## src/logic/mecobo_pkg.sv

```systemverilog
`default_nettype none

package mecobo_pkg;

  // host and bus word widths
  typedef logic [15:0] word_t;
  typedef logic [31:0] time_t;
  typedef logic [15:0] unit_addr_t;
  typedef logic [31:0] cmd_data_t;

  // channel[15:11], value[10], clock[9:0]
  typedef logic [15:0] sample_t;

  // one queued command, 80 bits
  typedef struct packed {
    time_t      start_time;
    unit_addr_t addr;
    cmd_data_t  data;
  } command_t;

  // broadcast command bus, single writer
  typedef struct packed {
    logic       en;
    unit_addr_t addr;
    cmd_data_t  data;
  } cmd_bus_t;

  typedef struct packed {
    logic       wr;
    logic [3:0] addr;
    word_t      data;
  } host_req_t;

  typedef enum logic [1:0] {
    mode_low,
    mode_high,
    mode_square,
    mode_sample
  } pin_mode_e;

  typedef enum logic [1:0] {
    pin_idle,
    pin_run,
    pin_hold
  } pin_state_e;

  // pin register index, low nibble of the unit address
  localparam logic [3:0] reg_mode   = 4'd0;
  localparam logic [3:0] reg_period = 4'd1;

  // host register map
  localparam logic [3:0] host_time_lo      = 4'd0;
  localparam logic [3:0] host_time_hi      = 4'd1;
  localparam logic [3:0] host_addr         = 4'd2;
  localparam logic [3:0] host_data_lo      = 4'd3;
  localparam logic [3:0] host_data_hi      = 4'd4;
  localparam logic [3:0] host_sample_pop   = 4'd8;
  localparam logic [3:0] host_sample_count = 4'd9;
  localparam logic [3:0] host_clock_lo     = 4'd10;
  localparam logic [3:0] host_clock_hi     = 4'd11;
  localparam logic [3:0] host_soft_reset   = 4'd12;

endpackage

`default_nettype wire

```

## src/logic/sync_fifo.sv

```systemverilog
`default_nettype none
`timescale 1ns/100ps

module sync_fifo #(
  parameter int WIDTH = 16,
  parameter int DEPTH = 8
) (
  input  wire                         sys_clk,
  input  wire                         mecobo_reset,
  input  wire                         push,
  input  wire [WIDTH-1:0]             din,
  input  wire                         pop,
  output logic [WIDTH-1:0]            dout,
  output logic                        empty,
  output logic                        full,
  output logic [$clog2(DEPTH+1)-1:0] count
);

  localparam int AW = $clog2(DEPTH);
  localparam int CW = $clog2(DEPTH + 1);

  logic [WIDTH-1:0] mem [DEPTH];
  logic [AW-1:0]    wr_ptr;
  logic [AW-1:0]    rd_ptr;
  logic             do_push;
  logic             do_pop;

  assign do_push = push && !full;
  assign do_pop  = pop && !empty;
  assign empty   = count == '0;
  assign full    = count == CW'(DEPTH);

  // head word is visible without a read strobe
  assign dout = mem[rd_ptr];

  always_ff @(posedge sys_clk) begin
    if (do_push) begin
      mem[wr_ptr] <= din;
    end
  end

  always_ff @(posedge sys_clk) begin
    if (mecobo_reset) begin
      wr_ptr <= '0;
      rd_ptr <= '0;
      count  <= '0;
    end else begin
      if (do_push) begin
        wr_ptr <= (wr_ptr == AW'(DEPTH - 1)) ? '0 : wr_ptr + 1'b1;
      end
      if (do_pop) begin
        rd_ptr <= (rd_ptr == AW'(DEPTH - 1)) ? '0 : rd_ptr + 1'b1;
      end
      count <= count + CW'(do_push) - CW'(do_pop);
    end
  end

  a_push_full: assert property (@(posedge sys_clk) disable iff (mecobo_reset) !(push && full));
  a_pop_empty: assert property (@(posedge sys_clk) disable iff (mecobo_reset) !(pop && empty));

endmodule

`default_nettype wire

```

## src/logic/host_port.sv

```systemverilog
`default_nettype none
`timescale 1ns/100ps

module host_port (
  input  wire                  sys_clk,
  input  wire                  mecobo_reset,
  input  mecobo_pkg::host_req_t host_req,
  input  wire                  host_req_valid,
  output logic                 host_req_ready,
  output logic                 host_rsp_valid,
  output mecobo_pkg::word_t    host_rsp_data,
  input  wire                  cmd_full,
  output logic                 cmd_push,
  output mecobo_pkg::command_t cmd_entry,
  input  mecobo_pkg::sample_t  sample_data,
  input  wire                  sample_empty,
  input  wire [4:0]            sample_count,
  output logic                 sample_pop,
  output mecobo_pkg::time_t    global_clock,
  output logic                 soft_reset
);

  logic                   accept;
  logic                   wr_acc;
  logic                   rd_acc;
  mecobo_pkg::word_t      time_lo_q;
  mecobo_pkg::word_t      time_hi_q;
  mecobo_pkg::unit_addr_t addr_q;
  mecobo_pkg::word_t      data_lo_q;
  mecobo_pkg::word_t      rd_data;

  // only the push write can stall
  assign host_req_ready = !(host_req.wr && host_req.addr == mecobo_pkg::host_data_hi && cmd_full);
  assign accept = host_req_valid && host_req_ready;
  assign wr_acc = accept && host_req.wr;
  assign rd_acc = accept && !host_req.wr;

  always_ff @(posedge sys_clk) begin
    if (mecobo_reset) begin
      global_clock <= '0;
    end else begin
      global_clock <= global_clock + 32'd1;
    end
  end

  // shadow words of the command being assembled
  always_ff @(posedge sys_clk) begin
    if (wr_acc) begin
      case (host_req.addr)
        mecobo_pkg::host_time_lo: time_lo_q <= host_req.data;
        mecobo_pkg::host_time_hi: time_hi_q <= host_req.data;
        mecobo_pkg::host_addr:    addr_q    <= host_req.data;
        mecobo_pkg::host_data_lo: data_lo_q <= host_req.data;
        default: ;
      endcase
    end
  end

  // data high word comes straight from the pushing write
  assign cmd_push = wr_acc && host_req.addr == mecobo_pkg::host_data_hi;
  assign cmd_entry = '{start_time: {time_hi_q, time_lo_q},
                       addr:       addr_q,
                       data:       {host_req.data, data_lo_q}};

  assign sample_pop = rd_acc && host_req.addr == mecobo_pkg::host_sample_pop && !sample_empty;

  always_comb begin
    case (host_req.addr)
      mecobo_pkg::host_sample_pop:   rd_data = sample_empty ? 16'h0000 : sample_data;
      mecobo_pkg::host_sample_count: rd_data = {11'd0, sample_count};
      mecobo_pkg::host_clock_lo:     rd_data = global_clock[15:0];
      mecobo_pkg::host_clock_hi:     rd_data = global_clock[31:16];
      default:                       rd_data = 16'h0000;
    endcase
  end

  always_ff @(posedge sys_clk) begin
    if (mecobo_reset) begin
      host_rsp_valid <= 1'b0;
      soft_reset     <= 1'b0;
    end else begin
      host_rsp_valid <= rd_acc;
      soft_reset     <= wr_acc && host_req.addr == mecobo_pkg::host_soft_reset;
    end
  end

  always_ff @(posedge sys_clk) begin
    if (rd_acc) begin
      host_rsp_data <= rd_data;
    end
  end

  a_no_push_full: assert property (@(posedge sys_clk) disable iff (mecobo_reset)
    !(cmd_push && cmd_full));

endmodule

`default_nettype wire

```

## src/logic/scheduler.sv

```systemverilog
`default_nettype none
`timescale 1ns/100ps

module scheduler (
  input  wire                  sys_clk,
  input  wire                  mecobo_reset,
  input  mecobo_pkg::time_t    global_clock,
  input  wire                  cmd_empty,
  input  mecobo_pkg::command_t cmd_head,
  output logic                 cmd_pop,
  output mecobo_pkg::cmd_bus_t cmd_bus
);

  logic                   due;
  logic                   bus_en;
  mecobo_pkg::unit_addr_t bus_addr;
  mecobo_pkg::cmd_data_t  bus_data;

  // head is due once its stamp has been reached
  assign due = !cmd_empty && (cmd_head.start_time <= global_clock);

  // a busy bus cycle blocks the next pop, so one command per two cycles
  assign cmd_pop = due && !bus_en;

  always_ff @(posedge sys_clk) begin
    if (mecobo_reset) begin
      bus_en <= 1'b0;
    end else begin
      bus_en <= cmd_pop;
    end
  end

  always_ff @(posedge sys_clk) begin
    if (cmd_pop) begin
      bus_addr <= cmd_head.addr;
      bus_data <= cmd_head.data;
    end
  end

  always_comb begin
    cmd_bus.en   = bus_en;
    cmd_bus.addr = bus_addr;
    cmd_bus.data = bus_data;
  end

  // spacing seen by the pin controllers
  a_bus_spacing: assert property (@(posedge sys_clk) disable iff (mecobo_reset)
    cmd_bus.en |=> !cmd_bus.en);

endmodule

`default_nettype wire

```

## src/logic/pin_control.sv

```systemverilog
`default_nettype none
`timescale 1ns/100ps

module pin_control #(
  parameter int POSITION = 0
) (
  input  wire                  sys_clk,
  input  wire                  mecobo_reset,
  input  mecobo_pkg::cmd_bus_t cmd_bus,
  input  mecobo_pkg::time_t    global_clock,
  input  wire                  pin_in,
  input  wire                  sample_ready,
  output logic                 pin_out,
  output logic                 pin_oe,
  output logic                 sample_valid,
  output mecobo_pkg::sample_t  sample_data
);

  localparam logic [11:0] UNIT    = 12'(POSITION);
  localparam logic [4:0]  CHANNEL = 5'(POSITION);

  mecobo_pkg::pin_state_e state;
  mecobo_pkg::pin_mode_e  mode;
  mecobo_pkg::pin_mode_e  new_mode;
  mecobo_pkg::cmd_data_t  period;
  mecobo_pkg::cmd_data_t  eff_period;
  mecobo_pkg::cmd_data_t  cnt;
  logic                   hit;
  logic                   mode_wr;
  logic                   period_wr;
  logic                   tick;

  assign hit       = cmd_bus.en && cmd_bus.addr[15:4] == UNIT;
  assign mode_wr   = hit && cmd_bus.addr[3:0] == mecobo_pkg::reg_mode;
  assign period_wr = hit && cmd_bus.addr[3:0] == mecobo_pkg::reg_period;
  assign new_mode  = mecobo_pkg::pin_mode_e'(cmd_bus.data[1:0]);

  // zero period runs as one cycle
  assign eff_period = (period == '0) ? 32'd1 : period;
  assign tick       = (state != mecobo_pkg::pin_idle) && (cnt == eff_period - 32'd1);

  always_ff @(posedge sys_clk) begin
    if (mecobo_reset) begin
      state   <= mecobo_pkg::pin_idle;
      mode    <= mecobo_pkg::mode_low;
      period  <= '0;
      cnt     <= '0;
      pin_out <= 1'b0;
    end else begin
      if (mode_wr) begin
        mode    <= new_mode;
        pin_out <= (new_mode == mecobo_pkg::mode_high);
      end else if (tick && mode == mecobo_pkg::mode_square) begin
        pin_out <= ~pin_out;
      end
      if (period_wr) begin
        period <= cmd_bus.data;
      end
      // restart the period on any register write
      if (mode_wr || period_wr || tick) begin
        cnt <= '0;
      end else if (state != mecobo_pkg::pin_idle) begin
        cnt <= cnt + 32'd1;
      end
      case (state)
        mecobo_pkg::pin_idle: begin
          if (mode_wr) begin
            state <= mecobo_pkg::pin_run;
          end
        end
        mecobo_pkg::pin_run: begin
          if (tick && mode == mecobo_pkg::mode_sample && !mode_wr) begin
            state <= mecobo_pkg::pin_hold;
          end
        end
        mecobo_pkg::pin_hold: begin
          // ticks here are dropped
          if (sample_ready) begin
            state <= mecobo_pkg::pin_run;
          end
        end
        default: state <= mecobo_pkg::pin_idle;
      endcase
    end
  end

  always_ff @(posedge sys_clk) begin
    if (state == mecobo_pkg::pin_run && tick && mode == mecobo_pkg::mode_sample) begin
      sample_data <= {CHANNEL, pin_in, global_clock[9:0]};
    end
  end

  assign sample_valid = (state == mecobo_pkg::pin_hold);
  assign pin_oe = (state != mecobo_pkg::pin_idle) && (mode != mecobo_pkg::mode_sample);

  a_sample_stable: assert property (@(posedge sys_clk) disable iff (mecobo_reset)
    (sample_valid && !sample_ready) |=> (sample_valid && $stable(sample_data)));

endmodule

`default_nettype wire

```

## src/logic/sample_arbiter.sv

```systemverilog
`default_nettype none
`timescale 1ns/100ps

module sample_arbiter #(
  parameter int NUM_PINS = 4
) (
  input  wire                                sys_clk,
  input  wire                                mecobo_reset,
  input  wire [NUM_PINS-1:0]                 req_valid,
  input  mecobo_pkg::sample_t [NUM_PINS-1:0] req_data,
  output logic [NUM_PINS-1:0]                req_ready,
  input  wire                                fifo_full,
  output logic                               fifo_push,
  output mecobo_pkg::sample_t                fifo_data
);

  localparam int PW = (NUM_PINS > 1) ? $clog2(NUM_PINS) : 1;

  logic [PW-1:0] ptr;
  logic [PW-1:0] win;
  logic          found;

  // first valid requester at or after the pointer
  always_comb begin
    int idx;
    found = 1'b0;
    win   = '0;
    for (int i = 0; i < NUM_PINS; i++) begin
      idx = int'(ptr) + i;
      if (idx >= NUM_PINS) begin
        idx = idx - NUM_PINS;
      end
      if (!found && req_valid[idx]) begin
        found = 1'b1;
        win   = PW'(idx);
      end
    end
  end

  assign fifo_push = found && !fifo_full;
  assign fifo_data = req_data[win];

  always_comb begin
    req_ready = '0;
    req_ready[win] = fifo_push;
  end

  always_ff @(posedge sys_clk) begin
    if (mecobo_reset) begin
      ptr <= '0;
    end else if (fifo_push) begin
      ptr <= (win == PW'(NUM_PINS - 1)) ? '0 : win + 1'b1;
    end
  end

  a_grant_onehot: assert property (@(posedge sys_clk) disable iff (mecobo_reset)
    $onehot0(req_ready));

endmodule

`default_nettype wire

```

## src/logic/mecobo_core.sv

```systemverilog
`default_nettype none
`timescale 1ns/100ps

module mecobo_core #(
  parameter int NUM_PINS     = 4,
  parameter int CMD_DEPTH    = 8,
  parameter int SAMPLE_DEPTH = 16
) (
  input  wire                   sys_clk,
  input  wire                   mecobo_reset,
  input  mecobo_pkg::host_req_t host_req,
  input  wire                   host_req_valid,
  output logic                  host_req_ready,
  output logic                  host_rsp_valid,
  output mecobo_pkg::word_t     host_rsp_data,
  input  wire [NUM_PINS-1:0]    pin_in,
  output logic [NUM_PINS-1:0]   pin_out,
  output logic [NUM_PINS-1:0]   pin_oe
);

  logic                               unit_reset;
  logic                               soft_reset;
  mecobo_pkg::time_t                  global_clock;
  logic                               cmd_push;
  logic                               cmd_pop;
  logic                               cmd_full;
  logic                               cmd_empty;
  mecobo_pkg::command_t               cmd_entry;
  mecobo_pkg::command_t               cmd_head;
  mecobo_pkg::cmd_bus_t               cmd_bus;
  logic                               sample_push;
  logic                               sample_pop;
  logic                               sample_full;
  logic                               sample_empty;
  logic [4:0]                         sample_count;
  mecobo_pkg::sample_t                sample_in;
  mecobo_pkg::sample_t                sample_head;
  logic [NUM_PINS-1:0]                sample_valid;
  logic [NUM_PINS-1:0]                sample_ready;
  mecobo_pkg::sample_t [NUM_PINS-1:0] sample_data;

  // soft reset clears the command and sample paths, not the clock
  assign unit_reset = mecobo_reset | soft_reset;

  host_port u_host_port (
    .sys_clk        (sys_clk),
    .mecobo_reset   (mecobo_reset),
    .host_req       (host_req),
    .host_req_valid (host_req_valid),
    .host_req_ready (host_req_ready),
    .host_rsp_valid (host_rsp_valid),
    .host_rsp_data  (host_rsp_data),
    .cmd_full       (cmd_full),
    .cmd_push       (cmd_push),
    .cmd_entry      (cmd_entry),
    .sample_data    (sample_head),
    .sample_empty   (sample_empty),
    .sample_count   (sample_count),
    .sample_pop     (sample_pop),
    .global_clock   (global_clock),
    .soft_reset     (soft_reset)
  );

  sync_fifo #(.WIDTH($bits(mecobo_pkg::command_t)), .DEPTH(CMD_DEPTH)) u_cmd_fifo (
    .sys_clk      (sys_clk),
    .mecobo_reset (unit_reset),
    .push         (cmd_push),
    .din          (cmd_entry),
    .pop          (cmd_pop),
    .dout         (cmd_head),
    .empty        (cmd_empty),
    .full         (cmd_full),
    .count        ()
  );

  scheduler u_scheduler (
    .sys_clk      (sys_clk),
    .mecobo_reset (unit_reset),
    .global_clock (global_clock),
    .cmd_empty    (cmd_empty),
    .cmd_head     (cmd_head),
    .cmd_pop      (cmd_pop),
    .cmd_bus      (cmd_bus)
  );

  for (genvar i = 0; i < NUM_PINS; i++) begin : g_pin
    pin_control #(.POSITION(i)) u_pin (
      .sys_clk      (sys_clk),
      .mecobo_reset (unit_reset),
      .cmd_bus      (cmd_bus),
      .global_clock (global_clock),
      .pin_in       (pin_in[i]),
      .sample_ready (sample_ready[i]),
      .pin_out      (pin_out[i]),
      .pin_oe       (pin_oe[i]),
      .sample_valid (sample_valid[i]),
      .sample_data  (sample_data[i])
    );
  end

  sample_arbiter #(.NUM_PINS(NUM_PINS)) u_arbiter (
    .sys_clk      (sys_clk),
    .mecobo_reset (unit_reset),
    .req_valid    (sample_valid),
    .req_data     (sample_data),
    .req_ready    (sample_ready),
    .fifo_full    (sample_full),
    .fifo_push    (sample_push),
    .fifo_data    (sample_in)
  );

  sync_fifo #(.WIDTH($bits(mecobo_pkg::sample_t)), .DEPTH(SAMPLE_DEPTH)) u_sample_fifo (
    .sys_clk      (sys_clk),
    .mecobo_reset (unit_reset),
    .push         (sample_push),
    .din          (sample_in),
    .pop          (sample_pop),
    .dout         (sample_head),
    .empty        (sample_empty),
    .full         (sample_full),
    .count        (sample_count)
  );

endmodule

`default_nettype wire

```

## config.mk

```make
export PLATFORM = sky130hd
export DESIGN_NAME = mecobo_core
export DESIGN_NICKNAME = d
export VERILOG_FILES = /design/src/logic/mecobo_pkg.sv /design/src/logic/sync_fifo.sv /design/src/logic/host_port.sv /design/src/logic/scheduler.sv /design/src/logic/pin_control.sv /design/src/logic/sample_arbiter.sv /design/src/logic/mecobo_core.sv
export SDC_FILE = /design/constraint.sdc
export NUM_CORES = 2
export LEC_CHECK = 0
export ABC_AREA = 1
export BUFFER_PORTS_ARGS = -buffer_cell sky130_fd_sc_hd__buf_4
export CAP_MARGIN = 20
export CORE_MARGIN = 2
export CORE_UTILIZATION = 57
export CTS_CLUSTER_DIAMETER = 120
export DETAILED_ROUTE_END_ITERATION = 10
export PLACE_DENSITY_LB_ADDON = 0.15
export SLEW_MARGIN = 20
export SYNTH_ARGS = -nofsm -noshare
export SYNTH_HDL_FRONTEND = slang
export SYNTH_SLANG_ARGS = --single-unit
```

## constraint.sdc

```tcl
create_clock -name sys_clk -period 7.92 [get_ports sys_clk]
set_input_delay 1.584 -clock sys_clk [delete_from_list [all_inputs] [get_ports sys_clk]]
set_output_delay 1.584 -clock sys_clk [all_outputs]
set_load 0.01 [all_outputs]
```

==> flow_summary.yaml <==
outcome:
  status: "finished clean"
clock_network:
  clkSinkCount: 1363
  cts_root_buf: "clkbuf_16"
  cts_resized: 0
  clock_path_buffers: 3
  cts_buffers: 141
  clk_latency_ns: 0.76
  tritoncts: "built"
  cts_htree_levels: 4
  path_clk_slew_ns: 0.06
  ctsHoldBuffers: 0
  post-cts-setup-buffers: 0
synth:
  synth_ff_type: "edfxtp_1"
  synthTopCellsByArea: "edfxtp_1 (50%), dfxtp_1 (11%), nor2_1 (6.9%)"
  yosys.cell_count.top_type: "nor2_1"
  synth_top_area_frac: 0.504
  netlist_top_cells_count: "nor2_1 (1125), edfxtp_1 (1020), nand2_1 (699)"
  ys_seq_elements: 1363
  ys_types: 65
  synth-async-reset-ratio: 0
  synthCells: 6115
  synth-seq-area-share: 0.617
  avgSynthCellArea_sq_um: 9.94
  syn_nets: 6211
  yosysTopAreaCell: "edfxtp_1"
  synth_warnings: 0
  synthesis.area_sq_mm: 0.0608
  synth-edff-count: 1020
placement:
  gp_congestion: 0.956
  dp.cells: 7382
  dp.final_hpwl_microns: 98100
  portBuffers: 53
floorplanning:
  initial_core_util: 0.576
  dieArea_sq_mm: 0.109
  core-area_sq_mm: 0.106
  dieWidth_microns: 331
  io_pins: 54
  die_y_microns: 331
  rows: 119
critical_path:
  cp-start-kind: "flip-flop"
  reg2reg_to: "u_cmd_fifo.count[3]"
  cp_data_arrival_time_ns: 5.77
  critPathMaxFanout: 181
  cp-endpoint: "u_cmd_fifo.count[3]"
  cp_slowest_cell: "dfxtp_4"
  reg2reg_depth: 22
  cp.required_ns: 8.60
  crit_chain: "inv_8 -> o21ai_0 -> o22ai_1 -> nor2_1 -> a31oi_1 -> ha_1 -> a21oi_1 -> nor2_1 -> a211oi_1 -> o221ai_1 -> a21oi_1 -> a32o_1 -> nand3_1 -> inv_1 -> ha_1 -> inv_1 -> ha_1 -> nand2_1 -> nor2_1 -> a211oi_1 -> o21ai_0 -> a21oi_1"
  endpoint_kind: "flip-flop"
  r2r_slack_ns: 2.83
  crit_type: "reg -> reg"
  cp_top_family: "compound AO/OA/AOI/OAI gates"
  max_stage_delay_ns: 0.83
  crit_cells: 22
  cp_num_buf_inv: 3
flow_run:
  maxCapViolCount: 0
sta:
  hold_viol: 0
  min_period_over_period: 0.643
  worst_pin_slew_ns: 1.13
  whs_ns: 0.473
  slew_violations: 0
  finalSetupViolCount: 0
  rsz0062_at_grt: "false"
  skew_ns: 0.0405
  relSlewSlack: 0.245
  tns_ns: 0
  fin_crit_ns: 5.09
  max_freq_mhz: 196
pwr:
  power_mw: 17.8
  power.switching_mw: 5.01
  intPower_mw: 12.8
  switching_share: 0.282
  leakage_nw: 24.3
  p_seq_frac: 0.483
  power.density_mw_per_mm2: 265
  ir_drop_mv: 0.263
  clock_power_share: 0.367
  pwr-share-comb: 0.150
layout:
  multi_input_area_sq_mm: 0.0203
  post-route-util: 0.636
  area_delta_synth_final_pct: 10.5
  fin_cells: 7638
  finalNetCount: 6230
  seq_area_sq_mm: 0.0375
  drive_gt1_frac: 0.0759
  fill_cells: 8458
  n_antenna_cell: 0
detailed_routing:
  routedWlPerCell_microns: 20.2
  vias_per_cell: 5.73
  drt_iter0_drc: 4154
  drt-total-wl_microns: 154000
  antenna_left: 0
  remaining_drc_errors: 0
  firstDrtPassIters: 6
  vias: 43800
grt:
  grt_pass1_wl_microns: 234000
  grt_max_degree: 182
  antenna_found_initial: 8
  overflow: 0
  grt_usage: 0.280
  grt_pass1_vias: 40500
worst_hold_path:
  min_from: "g_pin[2].u_pin.mode[0]"
  hold_class: "reg -> reg"
==> cell usage in the layout (no fill, tap or decap), types with 102 or more instances in the layout <==
master     instances
buf_4            115
edfxtp_1        1020
xor2_1           151
nand2_1          698
nor2_1          1117
o21ai_0          658
inv_1            545
o22ai_1          102
a21oi_1          282
clkbuf_16        145
dfxtp_1          339
nand3_1          210
==> state kept, by name, summed over array words and instances (netlist names), 4 cells and up, named ones only <==
name                       count
u_scheduler.bus_data          32
u_host_port.time_lo_q         16
u_sample_fifo.wr_ptr           4
g_pin.u_pin.mode               8
u_host_port.host_rsp_data     16
u_scheduler.bus_addr          16
u_host_port.data_lo_q         16
g_pin.u_pin.pin_out            4
g_pin.u_pin.sample_data       44
g_pin.u_pin.period           128
u_cmd_fifo.count               4
u_host_port.global_clock      32
u_host_port.addr_q            16
u_host_port.time_hi_q         16
u_cmd_fifo.mem               640
u_sample_fifo.rd_ptr           4
u_sample_fifo.mem            208
u_sample_fifo.count            5
g_pin.u_pin.state              8
g_pin.u_pin.cnt              128
==> worst min path at each step <==
stage / endpoint / slack (ns) / cells past startpoint
after floorplan: g_pin[2].u_pin.mode[0] / 0.44 / 2
after global placement: g_pin[2].u_pin.mode[0] / 0.45 / 2
after detailed placement: g_pin[2].u_pin.mode[0] / 0.46 / 2
after CTS: g_pin[2].u_pin.mode[0] / 0.46 / 2
after global routing: g_pin[2].u_pin.mode[0] / 0.49 / 2
final: g_pin[2].u_pin.mode[0] / 0.47 / 2
==> kinds of logic after synthesis <==
group                      count (synthesis)  share of synthesized area
DFF                                     1363                      0.617
adders and majority gates                 68                     0.0142
AOI/OAI and AO/OA                       1199                      0.106
xor gates and xnor gates                 209                     0.0306
muxes                                     52                    0.00857
buffers and inverters                    805                     0.0518
and+or+nand+nor                         2419                      0.171
==> power groups by stage <==
| stage | Clock [mW] | Sequential, mW | Combinational, mW |
|---|---|---|---|
| after floorplan | 0 | 8.43 | 1.81 |
| after global placement | 0 | 8.73 | 2.57 |
| after detailed placement | 0 | 8.73 | 2.64 |
| after CTS | 6.63 | 8.58 | 2.65 |
| after global routing | 6.90 | 8.59 | 2.97 |
| final | 6.53 | 8.59 | 2.67 |
==> metal layers <==
metal | up-vias | global-route usage | part of all wire
li1 | 21100 | - | -
met3 | 240 | 0.0372 | 0.069
met4 | 0 | 0.0906 | 0.027
met2 | 1462 | 0.445 | 0.46
met1 | 21000 | 0.402 | 0.44
met5 | - | 0 | 0
==> layout make-up <==
cell class                      count  share of cell area
Inverter                          564              0.0318
Timing Repair Buffer              117              0.0135
Tap cell                         1391              0.0259
Sequential cell                  1363               0.559
Multi-Input combinational cell   3947               0.302
Clock inverter                     63              0.0101
Clock buffer                      193              0.0578
==> per-stage QoR <==
step	instance area (sq um)	setup slack, ns
after floorplan	60800	-0.646
after global placement	62600	2.95
after detailed placement	62600	2.88
after CTS	67100	2.85
after global routing	67200	2.46
final	67200	2.83
==> worst register-to-register path: stages (launching register included) <==
cell and delay, ns:
dfxtp_4 0.83, inv_8 0.50, o21ai_0 0.37, o22ai_1 0.11
nor2_1 0.10, a31oi_1 0.07, ha_1 0.37, a21oi_1 0.16
nor2_1 0.06, a211oi_1 0.18, o221ai_1 0.14, a21oi_1 0.29
a32o_1 0.28, nand3_1 0.22, inv_1 0.18, ha_1 0.22
inv_1 0.06, ha_1 0.28, nand2_1 0.07, nor2_1 0.04
a211oi_1 0.24, o21ai_0 0.11, a21oi_1 0.14
Note: power is estimated with default switching activity, not from simulation.
